**config.mk**
```make
export PLATFORM = sky130hd
export DESIGN_NAME = aes_ctrl
export DESIGN_NICKNAME = d
export VERILOG_FILES = /design/src/hw/aes_pkg.sv /design/src/hw/aes_ctrl.sv
export VERILOG_INCLUDE_DIRS = /design/src /design/src/hw
export SDC_FILE = /design/constraint.sdc
export NUM_CORES = 1
export LEC_CHECK = 0
export BUFFER_PORTS_ARGS = -buffer_cell sky130_fd_sc_hd__buf_2
export CAP_MARGIN = 20
export CORE_AREA = 2 2 158 160
export CTS_CLUSTER_DIAMETER = 100
export DETAILED_ROUTE_END_ITERATION = 8
export DIE_AREA = 0 0 160 162
export HOLD_SLACK_MARGIN = 0.1
export PLACE_DENSITY = 0.62
export SETUP_SLACK_MARGIN = 0.2
export SLEW_MARGIN = 20
export SYNTH_ARGS = -nofsm -noshare
export SYNTH_HDL_FRONTEND = slang
export SYNTH_SLANG_ARGS = --single-unit
```
**constraint.sdc**
```tcl
create_clock -name clk -period 2.5 [get_ports clk]
set_input_delay 0.125 -clock clk [delete_from_list [all_inputs] [get_ports clk]]
set_output_delay 0.125 -clock clk [all_outputs]
set_load 0.1 [all_outputs]
```
**src/hw/aes_cfg.svh**
```systemverilog
`ifndef AES_CFG_SVH
`define AES_CFG_SVH

// block and key width in bits.
`define AES_BLK_W 128

`define AES_NR    10
`define AES_NKEYS 11

// command word, code 0 is a no-op.
`define AES_CMD_W       2
`define AES_CMD_SET_KEY 2'd1
`define AES_CMD_ENCRYPT 2'd2
`define AES_CMD_DECRYPT 2'd3

`endif

```
**src/hw/aes_pkg.sv**
```systemverilog
`default_nettype none

`include "aes_cfg.svh"

package aes_pkg;

        // byte 0 is the msb, state bytes stored column-major.
        typedef logic [`AES_BLK_W-1:0] aes_blk_t;
        typedef logic [31:0]           aes_word_t;
        typedef logic [3:0]            rk_addr_t;

        localparam logic [0:255][7:0] SBOX_T = {
                128'h637c777bf26b6fc53001672bfed7ab76,
                128'hca82c97dfa5947f0add4a2af9ca472c0,
                128'hb7fd9326363ff7cc34a5e5f171d83115,
                128'h04c723c31896059a071280e2eb27b275,
                128'h09832c1a1b6e5aa0523bd6b329e32f84,
                128'h53d100ed20fcb15b6acbbe394a4c58cf,
                128'hd0efaafb434d338545f9027f503c9fa8,
                128'h51a3408f929d38f5bcb6da2110fff3d2,
                128'hcd0c13ec5f974417c4a77e3d645d1973,
                128'h60814fdc222a908846eeb814de5e0bdb,
                128'he0323a0a4906245cc2d3ac629195e479,
                128'he7c8376d8dd54ea96c56f4ea657aae08,
                128'hba78252e1ca6b4c6e8dd741f4bbd8b8a,
                128'h703eb5664803f60e613557b986c11d9e,
                128'he1f8981169d98e949b1e87e9ce5528df,
                128'h8ca1890dbfe6426841992d0fb054bb16
        };

        localparam logic [0:255][7:0] INV_SBOX_T = {
                128'h52096ad53036a538bf40a39e81f3d7fb,
                128'h7ce339829b2fff87348e4344c4dee9cb,
                128'h547b9432a6c2233dee4c950b42fac34e,
                128'h082ea16628d924b2765ba2496d8bd125,
                128'h72f8f66486689816d4a45ccc5d65b692,
                128'h6c704850fdedb9da5e154657a78d9d84,
                128'h90d8ab008cbcd30af7e45805b8b34506,
                128'hd02c1e8fca3f0f02c1afbd0301138a6b,
                128'h3a9111414f67dcea97f2cfcef0b4e673,
                128'h96ac7422e7ad3585e2f937e81c75df6e,
                128'h47f11a711d29c5896fb7620eaa18be1b,
                128'hfc563e4bc6d279209adbc0fe78cd5af4,
                128'h1fdda8338807c731b11210592780ec5f,
                128'h60517fa919b54a0d2de57a9f93c99cef,
                128'ha0e03b4dae2af5b0c8ebbb3c83539961,
                128'h172b047eba77d626e169146355210c7d
        };

        function automatic logic [7:0] sbox(input logic [7:0] b);
                return SBOX_T[b];
        endfunction

        function automatic logic [7:0] inv_sbox(input logic [7:0] b);
                return INV_SBOX_T[b];
        endfunction

        // shift-and-add product, reduced by x^8 + x^4 + x^3 + x + 1.
        function automatic logic [7:0] gmul(input logic [7:0] a, input logic [7:0] b);
                logic [7:0] p;
                logic [7:0] x;
                p = 8'h00;
                x = a;
                for (int i = 0; i < 8; i++) begin
                        if (b[i])
                                p = p ^ x;
                        x = {x[6:0], 1'b0} ^ (x[7] ? 8'h1b : 8'h00); // xtime.
                end
                return p;
        endfunction

endpackage

`default_nettype wire

```
**src/hw/aes_ctrl.sv**
```systemverilog
`timescale 1ns/1ps
`default_nettype none

`include "aes_cfg.svh"

module aes_ctrl import aes_pkg::*; (
        input  wire                  clk,
        input  wire                  rst_n,
        input  wire                  en,
        input  wire [`AES_CMD_W-1:0] cmd,
        input  wire aes_blk_t        enc_state,
        input  wire aes_blk_t        dec_state,
        output logic                 kx_load,
        output logic                 kx_step,
        output logic                 ram_we,
        output rk_addr_t             ram_addr,
        output logic                 enc_load,
        output logic                 enc_step,
        output logic                 enc_last,
        output logic                 dec_load,
        output logic                 dec_step,
        output logic                 dec_last,
        output aes_blk_t             out_blk,
        output logic                 busy,
        output logic                 en_o
);

        typedef enum logic [1:0] {ST_IDLE, ST_KEY, ST_ENC, ST_DEC} state_t;

        localparam rk_addr_t LAST_RK   = rk_addr_t'(`AES_NR);
        localparam rk_addr_t KEY_END   = rk_addr_t'(`AES_NKEYS);
        localparam rk_addr_t FINAL_RND = rk_addr_t'(`AES_NR + 1);
        localparam rk_addr_t BLK_END   = rk_addr_t'(`AES_NR + 2);

        state_t   st;
        rk_addr_t cnt;
        logic     start;
        logic     blk_step;
        logic     blk_last;

        assign busy  = (st != ST_IDLE);
        assign start = en && !busy;

        assign kx_load  = start && (cmd == `AES_CMD_SET_KEY);
        assign enc_load = start && (cmd == `AES_CMD_ENCRYPT); // input captured at edge 0.
        assign dec_load = start && (cmd == `AES_CMD_DECRYPT);

        // round keys 0..10 written on the cycles after the load.
        assign ram_we  = (st == ST_KEY) && (cnt < KEY_END);
        assign kx_step = ram_we && (cnt != LAST_RK);

        assign ram_addr = (st == ST_DEC) ? LAST_RK - cnt : cnt;

        // cnt 1 adds key 0, then ten rounds. key for each is read one cycle ahead.
        assign blk_step = (cnt != '0) && (cnt != BLK_END);
        assign blk_last = (cnt == FINAL_RND);

        assign enc_step = (st == ST_ENC) && blk_step;
        assign enc_last = (st == ST_ENC) && blk_last;
        assign dec_step = (st == ST_DEC) && blk_step;
        assign dec_last = (st == ST_DEC) && blk_last;

        always_ff @(posedge clk) begin
                if (!rst_n) begin
                        st      <= ST_IDLE;
                        cnt     <= '0;
                        en_o    <= 1'b0;
                        out_blk <= '0;
                end else begin
                        en_o <= 1'b0;
                        case (st)
                        ST_IDLE: begin
                                cnt <= '0;
                                if (en) begin
                                        case (cmd)
                                        `AES_CMD_SET_KEY: st <= ST_KEY;
                                        `AES_CMD_ENCRYPT: st <= ST_ENC;
                                        `AES_CMD_DECRYPT: st <= ST_DEC;
                                        default:          st <= ST_IDLE; // no-op.
                                        endcase
                                end
                        end
                        ST_KEY: begin
                                if (cnt == KEY_END) begin
                                        st   <= ST_IDLE;
                                        en_o <= 1'b1;
                                end else begin
                                        cnt <= cnt + 4'd1;
                                end
                        end
                        default: begin
                                if (cnt == BLK_END) begin
                                        st      <= ST_IDLE;
                                        en_o    <= 1'b1;
                                        out_blk <= (st == ST_ENC) ? enc_state : dec_state;
                                end else begin
                                        cnt <= cnt + 4'd1;
                                end
                        end
                        endcase
                end
        end

endmodule

`default_nettype wire

```
==> impl_results.md, run 1 <==
- Die Span Y: 162 µm
- Number of flops mapped to enable cells by yosys: 0
- Pwr Density: 502 nW/µm²
- VDD IR max: 0.298 mV
- Iter 0 DRT Violations: 332
- Drt wl/cell: 14.3 µm
- Avg Cell Area, Syn: 9.64 µm²
- # DRC: 0
- Final wirelength: 22.4 mm
- Slew Viols, Final: 0
- First-pass GRT wire length: 35.2 mm
- Seq/Total Area, Yosys: 0.435
- P_leak: 5.61 nW
- Crit-path leading delay family: buffers and inverters
- Hold WC Path Type: primary input to register
- CP Launch Type: register
- Total GRT Usage: 0.167
- Worst-Margin Slew: 0.513 ns
- Busiest grt layer: met2
- Die ar.: 25900 µm²
- Initial DRT Pass Iterations: 4
- # H-tree levels: 4
- Required time of the critical path: 2.77 ns
- Layout cells sized above 1: 0.386
- Area grow syn2layout: 80.0%
- DR vias: 7050
- Multi-input logic area: 3140 µm²
- Io pins: 404
- GR Overflow Total: 0
- CP max stage cell: dlygate4sd3_1
- Row cnt: 57
- FF+latch count, synth: 135
- Final ANT Viol Nets: 0
- Crit end category: register
- CTS max path bufs: 2
- RSZ-0062 raised after global routing: false
- Reg area: 2710 µm²
- Crit path cell chain: nand2b_4, buf_12, buf_12, mux2i_1, dlygate4sd3_1, a211oi_1
- Minimum clock period: 2.14 ns
- Skew-Pair Late Insertion Delay: 0.41 ns
- CORE AREA: 24100 µm²
- DP Wirelength: 14.3 mm
- Worst EP arrival: 2.42 ns
- Port buffer count: 403
- Fin nets: 1496
- WP buf/inv: 3
- Post-synth top area share: 0.435
- Crit path kind: register to register
- Number of global-route vias before repair: 7134
- Synthesis Warnings: 0
- Pre-CTS setup slack: 0.566 ns
- Initial antenna violation count: 0
- CTS buffer count: 17
- Worst slew margin: 0.661
- Final Total Pwr: 5.62 mW
- Max-cap violation count: 0
- Main flop type after synthesis: dfxtp_1
- CTS tree: yes
- Fillers: 2241
- Fin Hold WS: 0.105 ns
- Hold Fails Final Rpt: 0
- Critical path's largest stage delay: 0.60 ns
- Post-synthesis cell area: 6210 µm²
- Post-route insts no fill: 1569
- Yosys top cell by area: dfxtp_1
- Max Fclk: 0.467 GHz
- Setup violators final: 0
- Synthesized Nets: 908
- Cells after Synth: 644
- Most used cell, CP: buf_12
- Largest net degree at the start of global routing: 68
- Most frequent cells after synthesis: 135 x dfxtp_1, 134 x nor2_1, 130 x mux2i_1
- N_diodes: 0
- Most common cell in the netlist: dfxtp_1
- Final WS setup: 0.358 ns
- Via density: 4.49
- Cells after DPL: 1336
- Root Buffer: clkbuf_16
- Asr flop ratio synth: 0
- Met2 GRT Util: 0.297
- Num Clock Sinks: 135
- Initial Util: 0.258
- Die width: 160 µm
- Post-synth cell types: 33
- Final setup skew: 0.0115 ns
- Worst-path fanout max: 36
- Clk pin slew, worst setup/hold paths: 0.06 ns
- Dominant cells by area after synthesis: dfxtp_1 44%, mux2i_1 21%, a211oi_1 15%
- Fin Setup TNS: 0 ns
- Met3 usage: 0.0488
- Gpl congestion: 0.818
- Global routing usage on met1: 0.185
- Status: finished clean
- Tcrit/Tclk final: 0.857
-- cell families (layout without fill, tap and decap cells) --
logic type	Yosys count	in the layout	synth area share
AOI/OAI and AO/OA	139	139	0.167
xor gates and xnor gates	3	3	0.00423
adders and majority gates	3	3	0.00604
buffers and inverters	68	669	0.0687
DFF	135	135	0.435
muxes	130	130	0.210
and+or+nand+nor	166	166	0.109
-- worst register-to-register path, delay by kind of cell (launching register included) --
family | cells | cell delay (ns)
buffers and inverters | 3 | 1.01
muxes | 1 | 0.30
AOI/OAI and AO/OA | 1 | 0.08
and+or+nand+nor | 1 | 0.20
DFF | 1 | 0.43
-- layout by cell type, fill, tap and decap left out, types with 2 or more instances in the layout --
cell	instances
buf_2	402
dlygate4sd3_1	195
nor2_1	134
dfxtp_1	133
mux2i_1	130
a211oi_1	128
buf_4	27
clkbuf_16	17
nand2_1	10
buf_12	9
nand3_1	6
clkinvlp_4	6
inv_6	4
inv_1	3
and2_1	3
ha_1	3
nor3_4	2
o21ai_0	2
nor3_1	2
a21oi_1	2
clkinv_2	2
dfxtp_2	2
-- report_power, final --
group | leakage [nW] | switching [mW] | total [mW] | internal (mW)
clock | 0.259 | 0.994 | 2.40 | 1.40
sequential | 1.09 | 0.0128 | 2.17 | 2.16
combinational | 4.26 | 0.452 | 1.05 | 0.596
-- final cells by class --
| type | instances | share of cell area |
|---|---|---|
| Sequential cell | 135 | 0.242 |
| Multi-Input combinational cell | 441 | 0.281 |
| Timing Repair Buffer | 633 | 0.389 |
| Clock inverter | 13 | 0.0107 |
| Clock buffer | 19 | 0.0396 |
| Inverter | 4 | 0.00157 |
| Tap cell | 324 | 0.0363 |
-- worst paths after layout --
kind,from,endpoint,slack (ns),cells after the start
max,st[0],out_blk[118],0.36,6
min,enc_state[3],out_blk[3],0.11,3
max reg2reg,st[0],out_blk[118],0.36,6
min reg2reg,out_blk[91],out_blk[91],0.49,2
-- per-layer routing --
layer / up-vias / part of all wire
li1: 3508 / -
met1: 3161 / 0.40
met2: 327 / 0.49
met3: 54 / 0.074
met4: 0 / 0.031
met5: - / 0
-- through the flow --
| stage | area [µm²] | util |
|---|---|---|
| 2_1_floorplan | 6260 | - |
| 3_3_place_gp | 8600 | 0.357 |
| 3_5_place_dp | 8600 | 0.357 |
| 4_1_cts | 11100 | 0.460 |
| 5_1_grt | 11200 | 0.464 |
| 6_report | 11200 | 0.464 |
-- sequential cells by signal, indices dropped and copies added, names as in the netlist --
register,cells
en_o,1
out_blk,128
cnt,4
st,2
-- what timing repair did --
item,CTS,global route
endpoints found under the setup margin,1,32
setup buffers,0,6
hold endpoints to repair,108,1
hold buffers,193,2
resized for setup,1,2
gates cloned,0,0
Note: power is estimated with default switching activity, not from simulation.
==> inputs of run 2 (changes only) <==
--- a/config.mk
+++ b/config.mk
@@ -7,15 +7,14 @@
 export NUM_CORES = 1
 export LEC_CHECK = 0
 export BUFFER_PORTS_ARGS = -buffer_cell sky130_fd_sc_hd__buf_2
-export CAP_MARGIN = 20
-export CORE_AREA = 2 2 158 160
+export CORE_AREA = 5 5 152 154
 export CTS_CLUSTER_DIAMETER = 100
 export DETAILED_ROUTE_END_ITERATION = 8
-export DIE_AREA = 0 0 160 162
+export DIE_AREA = 0 0 157 159
 export HOLD_SLACK_MARGIN = 0.1
-export PLACE_DENSITY = 0.62
+export PLACE_DENSITY = 0.68
 export SETUP_SLACK_MARGIN = 0.2
-export SLEW_MARGIN = 20
+export SLEW_MARGIN = 40
 export SYNTH_ARGS = -nofsm -noshare
 export SYNTH_HDL_FRONTEND = slang
 export SYNTH_SLANG_ARGS = --single-unit
==> impl_results.md, run 2 (synthesis gave the netlist of run 1 again) <==
- M1 WL: 9.07 mm (was 9.05 mm)
- Io pins: 404 (unchanged)
- Final setup skew: 0.00815 ns (was 0.0115 ns)
- Worst-Margin Slew: 0.535 ns (was 0.513 ns)
- Num Clock Sinks: 135 (unchanged)
- Sequential Power Share: 0.375 (was 0.386)
- Initial Util: 0.288 (was 0.258)
- Clk pwr share: 0.448 (was 0.427)
- Layout cells sized above 1: 0.375 (was 0.386)
- Switch Pwr: 1.40 mW (was 1.46 mW)
- Drt wl/cell: 16.3 µm (was 14.3 µm)
- Max Fclk: 0.459 GHz (was 0.467 GHz)
- VDD IR max: 0.335 mV (was 0.298 mV)
- Slew Viols, Final: 0 (unchanged)
- Die ar.: 25000 µm² (was 25900 µm²)
- Post-route insts no fill: 1513 (was 1569)
- Reg area: 2710 µm² (unchanged)
- GR Overflow Total: 0 (unchanged)
- Fin Setup TNS: 0 ns (unchanged)
- P_leak: 5.58 nW (was 5.61 nW)
- Iter 0 DRT Violations: 348 (was 332)
- Most flops, register: out_blk (unchanged)
- Comb power frac: 0.177 (was 0.187)
- Commonest non-fill, non-tap cells in the layout: 401 x buf_2, 201 x dlygate4sd3_1, 134 x nor2_1 (was 402 x buf_2, 195 x dlygate4sd3_1, 134 x nor2_1)
- CTS buffer count: 17 (unchanged)
- # H-tree levels: 4 (unchanged)
- Minimum clock period: 2.18 ns (was 2.14 ns)
- Worst-path fanout max: 32 (was 36)
- WL met3: 2.12 mm (was 1.66 mm)
- Hold WC Path Type: primary input to register (unchanged)
- Cells after DPL: 1279 (was 1336)
- Largest register FFs: 128 (unchanged)
- Die width: 157 µm (was 160 µm)
- CP Launch Type: register (unchanged)
- Largest net degree at the start of global routing: 106 (was 68)
- CTS max path bufs: 2 (unchanged)
- Hold Fails Final Rpt: 0 (unchanged)
- Pwr Density: 522 nW/µm² (was 502 nW/µm²)
- Fillers: 1875 (was 2241)
- Critical path's largest stage delay: 0.58 ns (was 0.60 ns)
- Initial antenna violation count: 2 (was 0)
- Port buffer count: 403 (unchanged)
- Worst EP arrival: 2.46 ns (was 2.42 ns)
- DP Wirelength: 15.8 mm (was 14.3 mm)
- Area grow syn2layout: 78.3% (was 80.0%)
- Via density: 4.65 (was 4.49)
- Initial DRT Pass Iterations: 5 (was 4)
- DR vias: 7031 (was 7050)
- Tcrit/Tclk final: 0.871 (was 0.857)
- First-pass GRT wire length: 37.0 mm (was 35.2 mm)
- Fin nets: 1483 (was 1496)
- Skew-Pair Late Insertion Delay: 0.40 ns (was 0.41 ns)
- Pre-CTS setup slack: 0.662 ns (was 0.566 ns)
- Required time of the critical path: 2.78 ns (was 2.77 ns)
- Number of global-route vias before repair: 7406 (was 7134)
- Clk pin slew, worst setup/hold paths: 0.06 ns (about the same)
- Crit path kind: register to register (unchanged)
- CP max stage cell: dlygate4sd3_1 (unchanged)
- Commonest non-fill, non-tap cell in the layout: buf_2 (unchanged)
- Setup violators final: 0 (unchanged)
- Uppermost layer routed: met4 (unchanged)
- RSZ-0062 raised after global routing: false (unchanged)
- Total GRT Usage: 0.184 (was 0.167)
- Final ANT Viol Nets: 0 (unchanged)
- Gpl congestion: 0.785 (was 0.818)
- CORE AREA: 21600 µm² (was 24100 µm²)
- WL met2: 12.2 mm (was 11.0 mm)
- Sw frac: 0.243 (was 0.260)
- Max-cap violation count: 0 (unchanged)
- Status: finished clean (unchanged)
- Int Power: 4.38 mW (was 4.16 mW)
- Multi-input logic area: 3140 µm² (unchanged)
- Root Buffer: clkbuf_16 (unchanged)
- Crit end category: register (unchanged)
- Row cnt: 54 (was 57)
- Die Span Y: 159 µm (was 162 µm)
- Crit path cell chain: nand2b_4, buf_12, mux2i_1, dlygate4sd3_1, a211oi_1 (was nand2b_4, buf_12, buf_12, mux2i_1, dlygate4sd3_1, a211oi_1)
- CTS tree: yes (unchanged)
- # DRC: 0 (unchanged)
- Final WS setup: 0.322 ns (was 0.358 ns)
- Top flop regs: out_blk (128), cnt (4), st (2) (unchanged)
- Worst slew margin: 0.646 (was 0.661)
- Final wirelength: 24.6 mm (was 22.4 mm)
run 2: critical path: cells and delay by family (launching register included):
kind / cells / cell delay (ns)
mux: 1 / 0.12
compound gates: 1 / 0.32
buf+inv: 2 / 0.85
simple gates: 1 / 0.31
flops: 1 / 0.43
run 2: power by group through the flow:
stage          Combinational [mW]  Sequential [mW]  Clock, mW
4_1_cts                     0.991             2.17       2.66
6_report                     1.02             2.17       2.59
2_1_floorplan               0.433             2.21          0
3_3_place_gp                0.700             2.22          0
3_5_place_dp                0.704             2.22          0
5_1_grt                      1.09             2.17       2.76
run 2: layout make-up:
class | count | area share
inverters | 4 | 0.00158
repair buffers | 620 | 0.383
well taps | 280 | 0.0316
diodes | 2 | 0.000452
flip-flops and latches | 135 | 0.244
clock inverters | 11 | 0.0133
multi-input cells | 441 | 0.284
clock buffers | 20 | 0.0421
run 2: layer usage:
metal / track usage / vias to the layer above
li1: - / 3489
met1: 0.192 / 3138
met2: 0.326 / 322
met3: 0.0595 / 82
met4: 0.0998 / 0
met5: 0 / -
run 2: worst paths after layout:
| path | slack, ns | from | cells past startpoint | to |
|---|---|---|---|---|
| hold reg to reg | 0.49 | out_blk[94] | 2 | out_blk[94] |
| hold / removal | 0.09 | dec_state[1] | 3 | out_blk[1] |
| setup / recovery | 0.32 | st[0] | 5 | out_blk[53] |
| setup reg to reg | 0.32 | st[0] | 5 | out_blk[53] |
run 2: repair_timing:
action / 4_1_cts / 5_1_grt
setup endpoints to repair: 0 / 30
gates resized for setup: 0 / 4
hold buffers: 196 / 5
endpoints found under the hold margin: 111 / 4
buffers inserted: 0 / 0
run 2: through the flow:
step	utilization	total power, mW	hold slack [ns]	instance area (µm²)
final	0.514	5.78	0.0931	11100
after global routing	0.514	6.02	0.105	11100
after CTS	0.511	5.82	0.100	11000
after detailed placement	0.391	2.92	0.447	8430
after global placement	0.391	2.92	0.450	8430
after floorplan	-	2.64	0.247	6260
==> inputs of run 3 (changes only) <==
--- a/config.mk
+++ b/config.mk
@@ -13,7 +13,8 @@
 export DIE_AREA = 0 0 157 159
 export HOLD_SLACK_MARGIN = 0.1
 export PLACE_DENSITY = 0.68
-export SETUP_SLACK_MARGIN = 0.2
+export RECOVER_POWER = 25
+export SETUP_SLACK_MARGIN = 0.5
 export SLEW_MARGIN = 40
 export SYNTH_ARGS = -nofsm -noshare
 export SYNTH_HDL_FRONTEND = slang
==> impl_results.md, run 3 (synthesis gave the netlist of run 1 again) <==
- Status: finished clean (unchanged)
- Largest register FFs: 128 (unchanged)
- Commonest non-fill, non-tap cells in the layout: 326 x buf_2, 221 x dlygate4sd3_1, 130 x mux2i_1, 130 x nor2_1, 130 x dfxtp_1 (was 401 x buf_2, 201 x dlygate4sd3_1, 134 x nor2_1)
- Fin util: 0.529 (was 0.514)
- Worst EP arrival: 1.85 ns (was 2.46 ns)
- Sw frac: 0.257 (was 0.243)
- Max-cap violation count: 0 (unchanged)
- Root Buffer: clkbuf_16 (unchanged)
- Final wirelength: 26.3 mm (was 24.6 mm)
- Port buffer count: 403 (unchanged)
- CP Launch Type: register (unchanged)
- CORE AREA: 21600 µm² (unchanged)
- Die width: 157 µm (unchanged)
- Hold Path Depth: 3 (unchanged)
- DP Wirelength: 15.2 mm (was 15.8 mm)
- Total GRT Usage: 0.195 (was 0.184)
- Die Span Y: 159 µm (unchanged)
- CTS max path bufs: 2 (unchanged)
- GR Overflow Total: 0 (unchanged)
- Area grow syn2layout: 83.5% (was 78.3%)
- Crit path kind: register to output port (was register to register)
- Required time of the critical path: 2.38 ns (was 2.78 ns)
- Hold Fails Final Rpt: 0 (unchanged)
- Commonest non-fill, non-tap cell in the layout: buf_2 (unchanged)
- Num Clock Sinks: 135 (unchanged)
- Tcrit/Tclk final: 0.790 (was 0.871)
- Initial DRT Pass Iterations: 5 (unchanged)
- Initial Util: 0.288 (unchanged)
- CP max stage cell: dfxtp_1 (was dlygate4sd3_1)
- Fin Setup TNS: 0 ns (unchanged)
- Most flops, register: out_blk (unchanged)
- Top flop regs: out_blk (128), cnt (4), st (2) (unchanged)
- Hold EP: out_blk[65] (was out_blk[1])
- Final ANT Viol Nets: 0 (unchanged)
- Crit path cell chain: ha_1, o31a_1, nor3b_2, buf_6 (was nand2b_4, buf_12, mux2i_1, dlygate4sd3_1, a211oi_1)
- P_leak: 5.45 nW (was 5.58 nW)
- Drt wl/cell: 16.9 µm (was 16.3 µm)
- RR Startpoint: st[0] (unchanged)
- Skew-Pair Late Insertion Delay: 0.40 ns (about the same)
- Fin nets: 1523 (was 1483)
- Io pins: 404 (unchanged)
- Initial antenna violation count: 2 (unchanged)
- Cells after DPL: 1287 (was 1279)
- Clk pwr share: 0.434 (was 0.448)
- Via density: 4.75 (was 4.65)
- Largest net degree at the start of global routing: 131 (was 106)
- # DRC: 0 (unchanged)
- Max Fclk: 0.506 GHz (was 0.459 GHz)
- DR vias: 7382 (was 7031)
- Worst R2R End: out_blk[29] (was out_blk[53])
- FF-to-FF setup slack: 0.56 ns (was 0.32 ns)
- Gpl congestion: 0.843 (was 0.785)
- First-pass GRT wire length: 39.0 mm (was 37.0 mm)
- Comb power frac: 0.184 (was 0.177)
- Clk pin slew, worst setup/hold paths: 0.06 ns (about the same)
- Slew Viols, Final: 0 (unchanged)
- Crit end category: output port (was register)
- Row cnt: 54 (unchanged)
- Critical path's largest stage delay: 0.35 ns (was 0.58 ns)
- CTS buffer count: 17 (unchanged)
- Worst-path fanout max: 8 (was 32)
- RSZ-0062 raised after global routing: true (was false)
- # H-tree levels: 4 (unchanged)
- Minimum clock period: 1.98 ns (was 2.18 ns)
- Final setup skew: 0.00716 ns (was 0.00815 ns)
- Layout cells sized above 1: 0.335 (was 0.375)
- Number of global-route vias before repair: 7503 (was 7406)
- Hold path start: dec_state[65] (was dec_state[1])
- VDD IR max: 0.379 mV (was 0.335 mV)
- Post-route insts no fill: 1554 (was 1513)
- Worst-case reg-to-reg path depth: 5 (unchanged)
- Iter 0 DRT Violations: 372 (was 348)
- Int Power: 4.22 mW (was 4.38 mW)
- Switch Pwr: 1.46 mW (was 1.40 mW)
- CTS tree: yes (unchanged)
- Hold WC Path Type: primary input to register (unchanged)
- Setup violators final: 0 (unchanged)
- Die ar.: 25000 µm² (unchanged)
- Pwr Density: 499 nW/µm² (was 522 nW/µm²)
- Worst-Margin Slew: 1.23 ns (was 0.535 ns)
- Worst slew margin: 0.181 (was 0.646)
- Sequential Power Share: 0.382 (was 0.375)
- Crit path from: cnt[1] (was st[0])
-- run 3: what timing repair did --
item | CTS | global route
setup buffers | 0 | 12
hold buffers | 213 | 8
setup endpoints to repair | 12 | 82
pin swaps | 0 | 1
resized for setup | 16 | 12
endpoints found under the hold margin | 118 | 7
-- run 3: layer usage --
layer / part of all wire / GRT usage
met5: 0 / 0
met4: 0.047 / 0.0998
met3: 0.097 / 0.0639
met2: 0.49 / 0.337
met1: 0.37 / 0.210
-- run 3: area by class of cell --
class | count | area, µm²
Fill cell | 1860 | 10200
Antenna cell | 2 | 5.00
Inverter | 4 | 17.5
Multi-Input combinational cell | 441 | 3170
Clock inverter | 13 | 148
Timing Repair Buffer | 660 | 4570
Clock buffer | 19 | 433
Sequential cell | 135 | 2710
Tap cell | 280 | 350
-- run 3: worst max-delay path by stage --
stage | to | slack (ns) | depth (start not counted)
after floorplan | dec_load | 0.09 | 4
after global placement | ram_addr[3] | 0.44 | 4
after detailed placement | ram_addr[3] | 0.44 | 4
after CTS | ram_addr[3] | 0.48 | 4
after global routing | dec_last | 0.39 | 4
final | kx_step | 0.52 | 4
-- run 3: stage by stage --
| stage | total power, mW | setup WS, ns | hold slack, ns | area [µm²] |
|---|---|---|---|---|
| finish | 5.69 | 0.524 | 0.0876 | 11400 |
| global route | 5.92 | 0.393 | 0.102 | 11400 |
| CTS | 5.69 | 0.479 | 0.100 | 11300 |
| detailed placement | 2.92 | 0.441 | 0.458 | 8520 |
| global placement | 2.92 | 0.436 | 0.461 | 8520 |
| floorplan | 2.64 | 0.0926 | 0.247 | 6270 |
-- run 3: worst max-delay path, delay by kind of cell, from the launching register on --
family | cells | cell delay (ns)
flip-flops | 1 | 0.35
adder cells (fa/ha/maj) | 1 | 0.29
AO/OA/AOI/OAI | 1 | 0.29
buffers and inverters | 1 | 0.26
AND/OR/NAND/NOR | 1 | 0.25
-- run 3: power groups by stage --
stage          combinational, mW  sequential, mW  clock (mW)
2_1_floorplan              0.433            2.21           0
3_3_place_gp               0.700            2.22           0
3_5_place_dp               0.704            2.22           0
4_1_cts                    0.980            2.17        2.54
5_1_grt                     1.11            2.17        2.64
6_report                    1.04            2.17        2.47
